<file path="src/cpu_bus_macros.svh">
`ifndef CPU_BUS_MACROS_SVH
`define CPU_BUS_MACROS_SVH

// Bus widths
`define CPU_ADDR_W   16
`define VBUS_ADDR_W  13
`define DATA_W       8

// Credit depths
`define CPU_CREDITS  2
`define VBUS_CREDITS 4

// Main CPU map, first and last address of each region
`define MAIN_SCROLL0_BASE    16'h0000
`define MAIN_SCROLL0_LIMIT   16'h1FFF
`define MAIN_SCROLL1_BASE    16'h2000
`define MAIN_SCROLL1_LIMIT   16'h3FFF
`define MAIN_OBJECT_BASE     16'h4000
`define MAIN_OBJECT_LIMIT    16'h5FFF
`define MAIN_LATCH0_BASE     16'h8000
`define MAIN_LATCH0_LIMIT    16'h81FF
`define MAIN_LATCH1_BASE     16'h8200
`define MAIN_LATCH1_LIMIT    16'h83FF
`define MAIN_BACKCOLOR_BASE  16'h8400
`define MAIN_BACKCOLOR_LIMIT 16'h85FF

// Sub CPU map, no back color window
`define SUB_OBJECT_BASE      16'h0000
`define SUB_OBJECT_LIMIT     16'h1FFF
`define SUB_SCROLL0_BASE     16'h2000
`define SUB_SCROLL0_LIMIT    16'h3FFF
`define SUB_SCROLL1_BASE     16'h4000
`define SUB_SCROLL1_LIMIT    16'h5FFF
`define SUB_LATCH0_BASE      16'h6000
`define SUB_LATCH0_LIMIT     16'h61FF
`define SUB_LATCH1_BASE      16'h6200
`define SUB_LATCH1_LIMIT     16'h63FF

`endif

</file>
<file path="src/cpu_bus_pkg.sv">
`include "cpu_bus_macros.svh"

package cpu_bus_pkg;

	// Full CPU address
	typedef logic [`CPU_ADDR_W-1:0] cpu_addr_t;

	// Offset inside one video region
	typedef logic [`VBUS_ADDR_W-1:0] vbus_addr_t;

	// Write data byte
	typedef logic [`DATA_W-1:0] cpu_data_t;

	////////////////////////////////////////////////////////////
	// Region strobes on the shared video bus
	////////////////////////////////////////////////////////////

	typedef enum logic [2:0] {
		REGION_SCROLL0   = 3'd0,
		REGION_SCROLL1   = 3'd1,
		REGION_OBJECT    = 3'd2,
		REGION_LATCH0    = 3'd3,
		REGION_LATCH1    = 3'd4,
		REGION_BACKCOLOR = 3'd5
	} vbus_region_e;

	// Which CPU owns the current bus slot
	typedef enum logic {
		SLOT_MAIN = 1'b0,
		SLOT_SUB  = 1'b1
	} slot_state_e;

endpackage

</file>
<file path="src/cpu_bus_if.sv">
`timescale 1ns/1ps

// One decoded write from a decoder buffer head to the arbiter
interface cpu_bus_if
	import cpu_bus_pkg::*;
();

	logic         req;
	vbus_region_e region;
	vbus_addr_t   offset;
	cpu_data_t    data;
	logic         grant;

	// Decoder side, head of its write buffer
	modport dec (
		output req,
		output region,
		output offset,
		output data,
		input  grant
	);

	// Arbiter side, req and grant together pop the head
	modport arb (
		input  req,
		input  region,
		input  offset,
		input  data,
		output grant
	);

endinterface

</file>
<file path="src/main_decoder.sv">
`timescale 1ns/1ps

`include "cpu_bus_macros.svh"

module main_decoder
	import cpu_bus_pkg::*;
(
	input  logic      clk_6m,
	input  logic      arst_n,
	input  logic      cpu_valid,
	input  cpu_addr_t cpu_addr,
	input  cpu_data_t cpu_data,
	output logic      cpu_credit,
	cpu_bus_if.dec    bus
);

	localparam int DEPTH = `CPU_CREDITS;
	localparam int PTR_W = (DEPTH > 1) ? $clog2(DEPTH) : 1;
	localparam int CNT_W = $clog2(DEPTH + 1);

	vbus_region_e     dec_region;
	logic             dec_fwd;
	vbus_region_e     buf_region [DEPTH];
	vbus_addr_t       buf_offset [DEPTH];
	cpu_data_t        buf_data [DEPTH];
	logic [PTR_W-1:0] wr_ptr;
	logic [PTR_W-1:0] rd_ptr;
	logic [CNT_W-1:0] count;
	logic             push;
	logic             pop;
	logic             drop;
	logic             credit_pend;

	////////////////////////////////////////////////////////////
	// Main CPU address map
	////////////////////////////////////////////////////////////

	always_comb begin
		dec_fwd    = 1'b1;
		dec_region = REGION_SCROLL0;
		if (cpu_addr >= `MAIN_SCROLL0_BASE && cpu_addr <= `MAIN_SCROLL0_LIMIT) begin
			dec_region = REGION_SCROLL0;
		end else if (cpu_addr >= `MAIN_SCROLL1_BASE && cpu_addr <= `MAIN_SCROLL1_LIMIT) begin
			dec_region = REGION_SCROLL1;
		end else if (cpu_addr >= `MAIN_OBJECT_BASE && cpu_addr <= `MAIN_OBJECT_LIMIT) begin
			dec_region = REGION_OBJECT;
		end else if (cpu_addr >= `MAIN_LATCH0_BASE && cpu_addr <= `MAIN_LATCH0_LIMIT) begin
			dec_region = REGION_LATCH0;
		end else if (cpu_addr >= `MAIN_LATCH1_BASE && cpu_addr <= `MAIN_LATCH1_LIMIT) begin
			dec_region = REGION_LATCH1;
		end else if (cpu_addr >= `MAIN_BACKCOLOR_BASE &&
				cpu_addr <= `MAIN_BACKCOLOR_LIMIT) begin
			dec_region = REGION_BACKCOLOR;
		end else begin
			// ROM and other CPU-local space
			dec_fwd = 1'b0;
		end
	end

	assign push = cpu_valid && dec_fwd;
	assign drop = cpu_valid && !dec_fwd;
	assign pop  = bus.req && bus.grant;

	////////////////////////////////////////////////////////////
	// Write buffer
	////////////////////////////////////////////////////////////

	always_ff @(posedge clk_6m or negedge arst_n) begin
		if (!arst_n) begin
			wr_ptr <= '0;
			rd_ptr <= '0;
			count  <= '0;
		end else begin
			if (push) begin
				wr_ptr <= (wr_ptr == PTR_W'(DEPTH - 1)) ? '0 : wr_ptr + 1'b1;
			end
			if (pop) begin
				rd_ptr <= (rd_ptr == PTR_W'(DEPTH - 1)) ? '0 : rd_ptr + 1'b1;
			end
			count <= count + CNT_W'(push) - CNT_W'(pop);
		end
	end

	always_ff @(posedge clk_6m) begin
		if (push) begin
			buf_region[wr_ptr] <= dec_region;
			buf_offset[wr_ptr] <= cpu_addr[`VBUS_ADDR_W-1:0];
			buf_data[wr_ptr]   <= cpu_data;
		end
	end

	assign bus.req    = (count != '0);
	assign bus.region = buf_region[rd_ptr];
	assign bus.offset = buf_offset[rd_ptr];
	assign bus.data   = buf_data[rd_ptr];

	// Credit return, a pop that meets a drop is held back one cycle
	always_ff @(posedge clk_6m or negedge arst_n) begin
		if (!arst_n) begin
			cpu_credit  <= 1'b0;
			credit_pend <= 1'b0;
		end else begin
			cpu_credit  <= pop || drop || credit_pend;
			credit_pend <= (pop && drop) || (credit_pend && (pop || drop));
		end
	end

endmodule

</file>
<file path="src/sub_decoder.sv">
`timescale 1ns/1ps

`include "cpu_bus_macros.svh"

module sub_decoder
	import cpu_bus_pkg::*;
(
	input  logic      clk_6m,
	input  logic      arst_n,
	input  logic      cpu_valid,
	input  cpu_addr_t cpu_addr,
	input  cpu_data_t cpu_data,
	output logic      cpu_credit,
	cpu_bus_if.dec    bus
);

	localparam int DEPTH = `CPU_CREDITS;
	localparam int PTR_W = (DEPTH > 1) ? $clog2(DEPTH) : 1;
	localparam int CNT_W = $clog2(DEPTH + 1);

	vbus_region_e     dec_region;
	logic             dec_fwd;
	vbus_region_e     buf_region [DEPTH];
	vbus_addr_t       buf_offset [DEPTH];
	cpu_data_t        buf_data [DEPTH];
	logic [PTR_W-1:0] wr_ptr;
	logic [PTR_W-1:0] rd_ptr;
	logic [CNT_W-1:0] count;
	logic             push;
	logic             pop;
	logic             drop;
	logic             credit_pend;

	////////////////////////////////////////////////////////////
	// Sub CPU address map
	////////////////////////////////////////////////////////////

	// Object RAM sits at the bottom here, back color is never decoded
	always_comb begin
		dec_fwd    = 1'b1;
		dec_region = REGION_OBJECT;
		if (cpu_addr >= `SUB_OBJECT_BASE && cpu_addr <= `SUB_OBJECT_LIMIT) begin
			dec_region = REGION_OBJECT;
		end else if (cpu_addr >= `SUB_SCROLL0_BASE && cpu_addr <= `SUB_SCROLL0_LIMIT) begin
			dec_region = REGION_SCROLL0;
		end else if (cpu_addr >= `SUB_SCROLL1_BASE && cpu_addr <= `SUB_SCROLL1_LIMIT) begin
			dec_region = REGION_SCROLL1;
		end else if (cpu_addr >= `SUB_LATCH0_BASE && cpu_addr <= `SUB_LATCH0_LIMIT) begin
			dec_region = REGION_LATCH0;
		end else if (cpu_addr >= `SUB_LATCH1_BASE && cpu_addr <= `SUB_LATCH1_LIMIT) begin
			dec_region = REGION_LATCH1;
		end else begin
			dec_fwd = 1'b0;
		end
	end

	assign push = cpu_valid && dec_fwd;
	assign drop = cpu_valid && !dec_fwd;
	assign pop  = bus.req && bus.grant;

	// Buffer pointers and fill level
	always_ff @(posedge clk_6m or negedge arst_n) begin
		if (!arst_n) begin
			wr_ptr <= '0;
			rd_ptr <= '0;
			count  <= '0;
		end else begin
			if (push) begin
				wr_ptr <= (wr_ptr == PTR_W'(DEPTH - 1)) ? '0 : wr_ptr + 1'b1;
			end
			if (pop) begin
				rd_ptr <= (rd_ptr == PTR_W'(DEPTH - 1)) ? '0 : rd_ptr + 1'b1;
			end
			count <= count + CNT_W'(push) - CNT_W'(pop);
		end
	end

	always_ff @(posedge clk_6m) begin
		if (push) begin
			buf_region[wr_ptr] <= dec_region;
			buf_offset[wr_ptr] <= cpu_addr[`VBUS_ADDR_W-1:0];
			buf_data[wr_ptr]   <= cpu_data;
		end
	end

	assign bus.req    = (count != '0);
	assign bus.region = buf_region[rd_ptr];
	assign bus.offset = buf_offset[rd_ptr];
	assign bus.data   = buf_data[rd_ptr];

	// Drop credit goes out at once, a clashing pop credit waits one cycle
	always_ff @(posedge clk_6m or negedge arst_n) begin
		if (!arst_n) begin
			cpu_credit  <= 1'b0;
			credit_pend <= 1'b0;
		end else begin
			cpu_credit  <= pop || drop || credit_pend;
			credit_pend <= (pop && drop) || (credit_pend && (pop || drop));
		end
	end

endmodule

</file>
<file path="src/bus_arbiter.sv">
`timescale 1ns/1ps

`include "cpu_bus_macros.svh"

module bus_arbiter
	import cpu_bus_pkg::*;
(
	input  logic         clk_6m,
	input  logic         arst_n,
	cpu_bus_if.arb       main_bus,
	cpu_bus_if.arb       sub_bus,
	input  logic         vbus_credit,
	output logic         vbus_valid,
	output vbus_region_e vbus_region,
	output vbus_addr_t   vbus_addr,
	output cpu_data_t    vbus_data,
	output logic         vbus_master
);

	localparam int CNT_W = $clog2(`VBUS_CREDITS + 1);

	slot_state_e      slot;
	logic [CNT_W-1:0] credit_cnt;
	logic             credit_ok;
	logic             grant_main;
	logic             grant_sub;
	logic             grant_any;

	////////////////////////////////////////////////////////////
	// Slot selection
	////////////////////////////////////////////////////////////

	// The write now on the bus still holds one credit
	assign credit_ok = credit_cnt > CNT_W'(vbus_valid);

	// Slot owner first, the other side may use an idle slot
	assign grant_main = credit_ok && main_bus.req && (slot == SLOT_MAIN || !sub_bus.req);
	assign grant_sub  = credit_ok && sub_bus.req && (slot == SLOT_SUB || !main_bus.req);
	assign grant_any  = grant_main || grant_sub;

	assign main_bus.grant = grant_main;
	assign sub_bus.grant  = grant_sub;

	always_ff @(posedge clk_6m or negedge arst_n) begin
		if (!arst_n) begin
			slot <= SLOT_MAIN;
		end else if (grant_any) begin
			slot <= (slot == SLOT_MAIN) ? SLOT_SUB : SLOT_MAIN;
		end
	end

	////////////////////////////////////////////////////////////
	// Downstream credits and video bus registers
	////////////////////////////////////////////////////////////

	// One credit spent per issued write, one back per vbus_credit pulse
	always_ff @(posedge clk_6m or negedge arst_n) begin
		if (!arst_n) begin
			credit_cnt <= CNT_W'(`VBUS_CREDITS);
		end else begin
			credit_cnt <= credit_cnt - CNT_W'(vbus_valid) + CNT_W'(vbus_credit);
		end
	end

	always_ff @(posedge clk_6m or negedge arst_n) begin
		if (!arst_n) begin
			vbus_valid <= 1'b0;
		end else begin
			vbus_valid <= grant_any;
		end
	end

	always_ff @(posedge clk_6m) begin
		if (grant_main) begin
			vbus_region <= main_bus.region;
			vbus_addr   <= main_bus.offset;
			vbus_data   <= main_bus.data;
			vbus_master <= 1'b0;
		end else if (grant_sub) begin
			vbus_region <= sub_bus.region;
			vbus_addr   <= sub_bus.offset;
			vbus_data   <= sub_bus.data;
			vbus_master <= 1'b1;
		end
	end

endmodule

</file>
<file path="src/cpu_subsystem.sv">
`timescale 1ns/1ps

module cpu_subsystem
	import cpu_bus_pkg::*;
(
	input  logic         clk_6m,
	input  logic         arst_n,
	// Main CPU write port
	input  logic         main_valid,
	input  cpu_addr_t    main_addr,
	input  cpu_data_t    main_data,
	output logic         main_credit,
	// Sub CPU write port
	input  logic         sub_valid,
	input  cpu_addr_t    sub_addr,
	input  cpu_data_t    sub_data,
	output logic         sub_credit,
	// Shared video register bus
	input  logic         vbus_credit,
	output logic         vbus_valid,
	output vbus_region_e vbus_region,
	output vbus_addr_t   vbus_addr,
	output cpu_data_t    vbus_data,
	output logic         vbus_master
);

	// Decoded write channels into the arbiter
	cpu_bus_if main_bus ();
	cpu_bus_if sub_bus ();

	main_decoder u_main_dec (
		.clk_6m     (clk_6m),
		.arst_n     (arst_n),
		.cpu_valid  (main_valid),
		.cpu_addr   (main_addr),
		.cpu_data   (main_data),
		.cpu_credit (main_credit),
		.bus        (main_bus.dec)
	);

	sub_decoder u_sub_dec (
		.clk_6m     (clk_6m),
		.arst_n     (arst_n),
		.cpu_valid  (sub_valid),
		.cpu_addr   (sub_addr),
		.cpu_data   (sub_data),
		.cpu_credit (sub_credit),
		.bus        (sub_bus.dec)
	);

	bus_arbiter u_arb (
		.clk_6m      (clk_6m),
		.arst_n      (arst_n),
		.main_bus    (main_bus.arb),
		.sub_bus     (sub_bus.arb),
		.vbus_credit (vbus_credit),
		.vbus_valid  (vbus_valid),
		.vbus_region (vbus_region),
		.vbus_addr   (vbus_addr),
		.vbus_data   (vbus_data),
		.vbus_master (vbus_master)
	);

endmodule

</file>
<file path="config.mk">
export PLATFORM = sky130hd
export DESIGN_NAME = cpu_subsystem
export DESIGN_NICKNAME = d
export VERILOG_FILES = /design/src/cpu_bus_pkg.sv /design/src/cpu_bus_if.sv /design/src/main_decoder.sv /design/src/sub_decoder.sv /design/src/bus_arbiter.sv /design/src/cpu_subsystem.sv
export VERILOG_INCLUDE_DIRS = /design/src
export SDC_FILE = /design/constraint.sdc
export NUM_CORES = 1
export LEC_CHECK = 0
export ABC_AREA = 1
export BUFFER_PORTS_ARGS = -buffer_cell sky130_fd_sc_hd__buf_2
export CORE_MARGIN = 2
export CORE_UTILIZATION = 57
export DETAILED_ROUTE_END_ITERATION = 7
export PLACE_DENSITY = 0.8
export SYNTH_ARGS = -nofsm -noshare
export SYNTH_HDL_FRONTEND = slang
export SYNTH_SLANG_ARGS = --single-unit
</file>
<file path="constraint.sdc">
create_clock -name clk_6m -period 2.5 [get_ports clk_6m]
set_clock_uncertainty 0.15 [all_clocks]
set_input_delay 0.25 -clock clk_6m [delete_from_list [all_inputs] [get_ports clk_6m]]
set_output_delay 0.25 -clock clk_6m [all_outputs]
set_load 0.02 [all_outputs]
</file>
==> results_dict.tcl, run 1 <==
set metrics [dict create \
    status "completed" \
    synth_area_sq_um 5560 \
    clock_sinks 138 \
    register_area_sq_um 4050 \
    die_y_um 103 \
    final.min_clock_period_ns 2.25 \
    grt_max_degree 51 \
    grt_pass1_vias 3525 \
    ys.flop_type "edfxtp_1" \
    critPathKind "input pin to flip-flop" \
    synth_top_area_cell "edfxtp_1" \
    rows 36 \
    clockPowerShare_pct 26.6 \
    irDropWorstVdd_mv 1.96 \
    ys_seq_area_share_pct 72.8 \
    synthSimpleGateAreaFrac_pct 6.97 \
    startpoint_type "input pin" \
    total_power_mw 9.20 \
    multi_input_area_sq_um 1300 \
    postRouteAntennaNets 0 \
    synthArstFlopShare_pct 12.3 \
    area_delta_synth_final_pct 30.4 \
    htreeDepth 4 \
    p_leak_nw 2.90 \
    drive_gt1_share_pct 36.9 \
    cts.clk_slew.worst_paths_ns 0.06 \
    io_buffers 80 \
    path_cells "dlygate4sd3_1 -> buf_2 -> a31oi_1 -> o21ai_1 -> nor2_1 -> inv_2 -> nor2_2 -> buf_12" \
    syn_inst 355 \
    maxCapViolCount 0 \
    arrival_ns 2.32 \
    diodes 0 \
    dp_hpwl_um 6980 \
    fin_crit_sh_pct 90.2 \
    fmax_mhz 443 \
    finalNetCount 563 \
    setup_tns_ns 0 \
    dieArea_sq_um 10600 \
    finalSetupViolCount 0 \
    layout_commonest_cell "edfxtp_1" \
    fill_cells 608 \
    cp-end-kind "flip-flop" \
    antenna_found_initial 0 \
    grt_usage_pct 23.6 \
    synth_area_per_cell_sq_um 15.7 \
    synth.distinct_cells 35 \
    drtIter0Drc 179 \
    synthMuxAreaShare_pct 4.32 \
    cp_max_fo 20 \
    tightestPinTransition_ns 0.491 \
    final_cell_mix "edfxtp_1, buf_2, dlygate4sd3_1" \
    hold_viol 0 \
    crit_path_max_incr_delay_ns 0.53 \
    grt.overflow.total 0 \
    numCtsBuffers 17 \
    seq_power_share_pct 37.8 \
    rsz0062_at_grt "no" \
    synthXorXnorAreaFrac_pct 1.42 \
    drv_slew 0 \
    wl_per_cell_um 18.2 \
    die_w_um 103 \
    yosysWarnings 0 \
    ys_top_cells_by_area "edfxtp_1, dfrtp_1, o211ai_2" \
    wirelength_um 11800 \
    synth_edf_count 120 \
    start_util_pct 57.7 \
    p_int_mw 5.94 \
    dr.pass1.iters 4 \
    io_pins 81 \
    ys_ff_latch 138 \
    cts-root-buf "clkbuf_8" \
    core-area_sq_um 9640 \
    clk_latency_ns 0.52 \
    hold_path_class "input pin to async pin" \
    syn_nets 416 \
    vias 3415 \
    cts_setup_buffers 0 \
    gp_congestion 0.785 \
    synthAdderAreaFrac_pct 1.93 \
    power.switching_mw 3.26 \
    hold_buffers 49 \
    powerDensity_nw_per_um2 1270 \
    ctsResizeCount 0 \
    maxSlewHeadroom_pct 67.1 \
    cts_tree "built" \
    cpMaxStageDelayCell "dlygate4sd3_1" \
    ctsLongestPathBuffers 2 \
    drcViolationCount 0 \
    pwr-share-comb_pct 35.7 \
    swShare_pct 35.4 \
    grt_pass1_wl_um 17800 \
    synth_top_area_share_pct 64.8 \
    worstPathRequired_ns 2.57 \
    synth_compound_area_share_pct 8.66 \
    via_per_inst 5.27 \
    synth_top_family_by_area "compound AO/OA/AOI/OAI gates" \
]
## through the flow
stage	cells	worst slack, ns	cell area (sq um)	hold WS (ns)	util [%]
6_report	648	0.245	7250	0.0355	75.2
5_1_grt	648	0.146	7250	0.0510	75.2
4_1_cts	648	0.269	7250	0.0310	75.2
3_5_place_dp	567	0.265	6180	0.0427	64.1
3_3_place_gp	567	0.406	6180	0.0465	64.1
2_1_floorplan	355	0.0711	5560	-0.196	-
## cell usage after synthesis (2+ instances only)
library cell and number:
ha_1 7, nand2_1 13, dfrtp_1 16, buf_2 5, o21ai_1 25, clkbuf_1 2, nand2_2 2, mux2i_1 24
buf_6 5, inv_2 7, a21oi_1 4, xor2_1 5, o211ai_2 24, nor2_1 22, nor2_4 2, edfxtp_1 120
inv_1 24, xnor2_1 4, or2_2 24, nand3_1 5
## metal layers
metal	track usage (%)	share of wire (%)	routed length, um	vias to the layer above
li1	-	-	-	1589
met1	29.0	40	4730	1680
met2	40.5	52	6170	126
met3	5.56	5.1	603	20
met4	10.1	2.4	287	0
met5	0	0	0	-
## cell families after synthesis
| logic type | after synthesis |
|---|---|
| buffers and inverters | 45 |
| adder cells (fa/ha/maj) | 8 |
| AO/OA/AOI/OAI | 58 |
| flip-flops | 138 |
| AND/OR/NAND/NOR | 73 |
| multiplexers | 24 |
| XOR/XNOR | 9 |
## worst paths after layout
check | depth (start not counted) | end | from | slack, ns
worst max-delay path | 8 | u_sub_dec.buf_region[1][2] | sub_addr[12] | 0.25
worst min-delay path | 2 | u_main_dec.credit_pend | arst_n | 0.04
worst max register to register | 8 | u_sub_dec.count[1] | u_arb.vbus_valid | 0.35
worst min register to register | 2 | u_sub_dec.cpu_credit | u_sub_dec.credit_pend | 0.30
max in group asynchronous | 2 | u_arb.credit_cnt[2] | arst_n | 1.85
min in group clk_6m | 3 | u_sub_dec.buf_region[1][0] | sub_addr[15] | 0.07
## state kept, by name (all words and copies together) (netlist names), 6 cells and up
register,flops
u_sub_dec.buf_offset,26
u_main_dec.buf_offset,26
u_sub_dec.buf_data,16
u_main_dec.buf_data,16
u_sub_dec.buf_region,6
u_arb.vbus_addr,13
u_main_dec.buf_region,6
u_arb.vbus_data,8
## critical path, delay by kind of cell
kind            cells  cell delay (ns)
simple gates        2             0.57
buf+inv             4             0.98
compound gates      2             0.50
## power by group through the flow
stage,registers [mW],logic (mW),clock network (mW)
finish,3.48,3.28,2.44
global route,3.52,3.61,2.56
CTS,3.48,3.31,2.46
detailed placement,3.51,3.21,0
global placement,3.49,3.08,0
floorplan,3.78,2.05,0
## final cells by class
type,instances,share of cell area (%)
timing repair buffer,141,14.2
clock buffer,17,5.71
tap,133,2.29
sequential,138,55.8
multi-input combinational,172,18.0
inverter,32,1.69
clock inverter,15,2.28
Power figures use the tool's default switching activity.
==> run 2, diff against run 1 <==
--- a/config.mk
+++ b/config.mk
@@ -8,6 +8,7 @@
 export LEC_CHECK = 0
 export ABC_AREA = 1
 export BUFFER_PORTS_ARGS = -buffer_cell sky130_fd_sc_hd__buf_2
+export CORE_ASPECT_RATIO = 0.7
 export CORE_MARGIN = 2
 export CORE_UTILIZATION = 57
 export DETAILED_ROUTE_END_ITERATION = 7
==> results_dict.tcl, run 2 (synthesis gave the netlist of run 1 again) <==
set metrics [dict create \
    status "completed" \
    io_pins 81 \
    vias 3325 \
    maxCapViolCount 0 \
    tightestPinTransition_ns 0.818 \
    critPathKind "input pin to flip-flop" \
    clock_sinks 138 \
    clockPowerShare_pct 27.7 \
    cp_max_fo 24 \
    irDropWorstVdd_mv 0.705 \
    cts-root-buf "clkbuf_16" \
    finalNetCount 558 \
    p_leak_nw 2.92 \
    hold_buffers 46 \
    die_y_um 86.6 \
    reg.largest.list "u_main_dec.buf_offset (26), u_sub_dec.buf_offset (26)" \
    cp_common_cell "nor2_1" \
    layout_commonest_cell "edfxtp_1" \
    crit_path_max_incr_delay_ns 0.53 \
    via_per_inst 5.21 \
    gp_congestion 0.813 \
    drcViolationCount 0 \
    grt_usage_pct 22.2 \
    clk_latency_ns 0.41 \
    rows 30 \
    maxSlewHeadroom_pct 45.5 \
    area_delta_synth_final_pct 30.5 \
    htreeDepth 4 \
    setup_tns_ns 0 \
    total_power_mw 9.28 \
    drtIter0Drc 229 \
    numCtsBuffers 17 \
    final_cell_mix "edfxtp_1, buf_2, dlygate4sd3_1" \
    final.min_clock_period_ns 2.20 \
    cp-end-kind "flip-flop" \
    cts_tree "built" \
    fill_cells 587 \
    startpoint_type "input pin" \
    grt_pass1_vias 3527 \
    fin_crit_sh_pct 87.9 \
    antenna_found_initial 0 \
    fmax_mhz 455 \
    drv_slew 0 \
    io_buffers 80 \
    ctsResizeCount 0 \
    postRouteAntennaNets 0 \
    dieArea_sq_um 10600 \
    wl_per_cell_um 17.1 \
    hold_path_class "input pin to flip-flop" \
    grt_pass1_wl_um 17200 \
    swShare_pct 33.6 \
    start_util_pct 57.9 \
    power.switching_mw 3.11 \
    dp_hpwl_um 6550 \
    cts_setup_buffers 0 \
    grt_max_degree 26 \
    ctsLongestPathBuffers 2 \
    cpMaxStageDelayCell "dlygate4sd3_1" \
    wirelength_um 10900 \
    dr.pass1.iters 4 \
    core-area_sq_um 9610 \
    worstPathRequired_ns 2.41 \
    pwr-share-comb_pct 33.3 \
    hold_viol 0 \
    powerDensity_nw_per_um2 1280 \
    diodes 0 \
    drive_gt1_share_pct 37.3 \
    seq_power_share_pct 39.0 \
    finalSetupViolCount 0 \
    die_w_um 122 \
    cts.clk_slew.worst_paths_ns 0.05 \
    path_cells "dlygate4sd3_1 -> buf_2 -> nor2_1 -> nand3_1 -> nor2_1 -> nor2_1 -> nand2_1 -> nand2_1 -> nor2_2 -> buf_4" \
    arrival_ns 2.11 \
    p_int_mw 6.16 \
    grt.overflow.total 0 \
    rsz0062_at_grt "no" \
]
[run 2: cell types whose count changed in the layout (fill, tap and decap cells not counted), sizes merged]
cell / previous run / this run
clkbuf: 17 / 26
clkinvlp: 2 / 0
dlygate4sd3: 49 / 46
inv: 37 / 34
clkinv: 6 / 4
buf: 92 / 90
bufinv: 2 / 0
[run 2: stage by stage]
step,cell area [sq um],cells,hold WS (ns),setup WS (ns),utilization [%]
after global placement,6150,560,0.0406,0.462,64.0
after CTS,7260,638,0.0495,0.330,75.5
final,7260,638,0.0833,0.302,75.5
after floorplan,5560,355,-0.196,0.0711,-
after detailed placement,6150,560,0.0399,0.389,64.0
after global routing,7260,638,0.0618,0.164,75.5
[run 2: path summary, 6_finish.rpt]
kind,endpoint,cells after the start,startpoint,slack [ns]
min in group asynchronous,u_main_dec.cpu_credit,2,arst_n,0.14
worst min-delay path,u_main_dec.buf_region[0][0],2,main_addr[13],0.08
worst min register to register,u_sub_dec.cpu_credit,2,u_sub_dec.credit_pend,0.32
max in group asynchronous,u_arb.credit_cnt[2],2,arst_n,1.75
worst max-delay path,u_main_dec.buf_offset[1][4],10,main_addr[12],0.30
worst max register to register,u_sub_dec.count[1],9,u_arb.credit_cnt[2],0.38
[run 2: critical path, delay by kind of cell]
kind          cells  cell delay (ns)
buf+inv           3             1.02
simple gates      7             0.80
[run 2: per-layer routing]
layer	routed length [um]	vias to the layer above	global-route usage [%]
met3	612	13	5.86
met2	5520	113	36.1
met1	4620	1620	29.1
met5	0	-	0
met4	131	0	8.46
li1	-	1579	-
[run 2: area by class of cell]
type	instances	area (sq um)	area share, %
multi-input cells	172	1300	18.0
clock buffers	26	606	8.35
inverters	32	123	1.69
repair buffers	136	973	13.4
clock inverters	6	37.5	0.517
flip-flops and latches	138	4050	55.9
well taps	128	160	2.21
[run 2: power by group through the flow]
| stage | Sequential [mW] | Clock (mW) | Combinational (mW) |
|---|---|---|---|
| CTS | 3.61 | 2.60 | 3.11 |
| detailed placement | 3.65 | 0 | 3.03 |
| global placement | 3.64 | 0 | 2.89 |
| floorplan | 3.78 | 0 | 2.05 |
| finish | 3.61 | 2.57 | 3.09 |
| global route | 3.66 | 2.71 | 3.40 |
==> run 3, diff against run 2 <==
--- a/config.mk
+++ b/config.mk
@@ -10,9 +10,8 @@
 export BUFFER_PORTS_ARGS = -buffer_cell sky130_fd_sc_hd__buf_2
 export CORE_ASPECT_RATIO = 0.7
 export CORE_MARGIN = 2
-export CORE_UTILIZATION = 57
+export CORE_UTILIZATION = 40
 export DETAILED_ROUTE_END_ITERATION = 7
-export PLACE_DENSITY = 0.8
 export SYNTH_ARGS = -nofsm -noshare
 export SYNTH_HDL_FRONTEND = slang
 export SYNTH_SLANG_ARGS = --single-unit
==> results_dict.tcl, run 3 (synthesis gave the netlist of run 1 again) <==
set metrics [dict create \
    via_per_inst 4.67 \
    cts.clk_slew.worst_paths_ns 0.06 \
    ctsLongestPathBuffers 2 \
    area_delta_synth_final_pct 30.7 \
    final.min_clock_period_ns 2.19 \
    arrival_ns 2.11 \
    die_w_um 145 \
    diodes 0 \
    clock_sinks 138 \
    hold_viol 0 \
    rows 36 \
    reg2reg_to "u_arb.vbus_addr[5]" \
    hold_path_class "input pin to flip-flop" \
    grt_max_degree 26 \
    wirelength_um 11300 \
    path_cells "dlygate4sd3_1 -> buf_2 -> a31oi_1 -> o21ai_1 -> nor2_1 -> inv_2 -> nor2_2 -> buf_4" \
    die_y_um 103 \
    io_buffers 80 \
    worstPathRequired_ns 2.42 \
    fmax_mhz 456 \
    final_cell_mix "edfxtp_1, buf_2, dlygate4sd3_1" \
    power.switching_mw 3.13 \
    fin_ws_ns 0.308 \
    cts_tree "built" \
    cp-end-kind "flip-flop" \
    finalSetupViolCount 0 \
    cp_max_fo 24 \
    maxCapViolCount 0 \
    reg2reg_from "u_arb.vbus_valid" \
    pre_cts_ws_ns 0.340 \
    htreeDepth 4 \
    core-area_sq_um 13700 \
    antenna_found_initial 0 \
    drive_gt1_share_pct 37.5 \
    rsz0062_at_grt "no" \
    cts-root-buf "clkbuf_16" \
    io_pins 81 \
    p_int_mw 5.96 \
    finalNetCount 560 \
    pwr-share-comb_pct 33.7 \
    postRouteAntennaNets 0 \
    tightestPinTransition_ns 0.667 \
    worstHoldEndpoint "u_main_dec.buf_region[0][1]" \
    setup_tns_ns 0 \
    start_util_pct 40.5 \
    seq_power_share_pct 39.6 \
    cpMaxStageDelayCell "dlygate4sd3_1" \
    cts_setup_buffers 0 \
    vias 3275 \
    startpoint_type "input pin" \
    maxSlewHeadroom_pct 55.6 \
    reg.largest.list "u_main_dec.buf_offset (26), u_sub_dec.buf_offset (26)" \
    drcViolationCount 0 \
    grt_pass1_wl_um 17800 \
    swShare_pct 34.5 \
    startpoint "sub_addr[12]" \
    p_leak_nw 2.87 \
    dr.pass1.iters 4 \
    layout_commonest_cell "edfxtp_1" \
    ctsResizeCount 0 \
    clk_latency_ns 0.41 \
    critPathKind "input pin to flip-flop" \
    irDropWorstVdd_mv 0.664 \
    grt_usage_pct 16.1 \
    gp_congestion 0.706 \
    status "completed" \
    clockPowerShare_pct 26.6 \
    numCtsBuffers 17 \
    fin_crit_sh_pct 87.7 \
    ff2ff_path_depth 8 \
    grt.overflow.total 0 \
    grt_pass1_vias 3279 \
    dp_hpwl_um 7400 \
    hold_depth 2 \
    holdCritStartpoint "main_addr[13]" \
    total_power_mw 9.09 \
    crit_path_max_incr_delay_ns 0.53 \
    reg2reg_setup_slack_ns 0.34 \
    drv_slew 0 \
    drtIter0Drc 187 \
    dieArea_sq_um 14900 \
    wl_per_cell_um 16.1 \
    powerDensity_nw_per_um2 1250 \
]
==> run 3: cell count changes in the layout (fill, tap and decap cells not counted) <==
cell and delta:
clkinvlp_4 +4, clkinv_4 +3, buf_4 +3, clkbuf_16 -5, bufinv_16 +2, clkbuf_1 +1
inv_4 -1, clkinv_1 -1, buf_12 -1, clkbuf_8 -4, clkinv_2 +1
==> run 3: worst max-delay path: cells and delay by family <==
kind,cells,cell delay [ns]
AOI/OAI and AO/OA,2,0.39
and+or+nand+nor,2,0.36
buffers and inverters,4,1.10
==> run 3: metal layers <==
layer	routed length (um)	GRT usage [%]
met5	0	0
met4	90	4.72
met3	554	4.78
met2	5290	25.6
met1	5360	21.7
==> run 3: final cells by class <==
type	instances	area, sq um
clock buffer	18	429
clock inverter	14	149
fill	1186	6470
inverter	32	123
multi-input combinational	172	1300
sequential	138	4050
tap	190	238
timing repair buffer	138	976
==> run 3: worst max path at each step <==
stage | to | slack, ns
floorplan | u_main_dec.buf_data[1][0] | 0.07
global placement | u_arb.vbus_addr[4] | 0.41
detailed placement | u_arb.vbus_addr[3] | 0.34
CTS | u_sub_dec.buf_offset[0][9] | 0.29
global route | u_main_dec.buf_data[0][4] | 0.12
finish | u_sub_dec.buf_offset[0][9] | 0.31
==> run 3: through the flow <==
step	hold slack (ns)	util [%]	instance area, sq um	instances
after floorplan	-0.196	-	5560	355
after global placement	0.0540	45.4	6230	624
after detailed placement	0.0655	45.4	6230	624
after CTS	0.0689	52.9	7270	702
after global routing	0.0735	52.9	7270	702
final	0.0784	52.9	7270	702
==> run 3: power by group through the flow <==
stage	combinational, mW	clock, mW	sequential [mW]
2_1_floorplan	2.05	0	3.78
3_3_place_gp	2.98	0	3.65
3_5_place_dp	3.08	0	3.65
4_1_cts	3.15	2.46	3.62
5_1_grt	3.42	2.57	3.67
6_report	3.07	2.42	3.60
==> run 3: repair_timing <==
action | 4_1_cts | 5_1_grt
hold buffers | 46 | 0
hold endpoints to repair | 105 | 0
endpoints found under the setup margin | 0 | 0
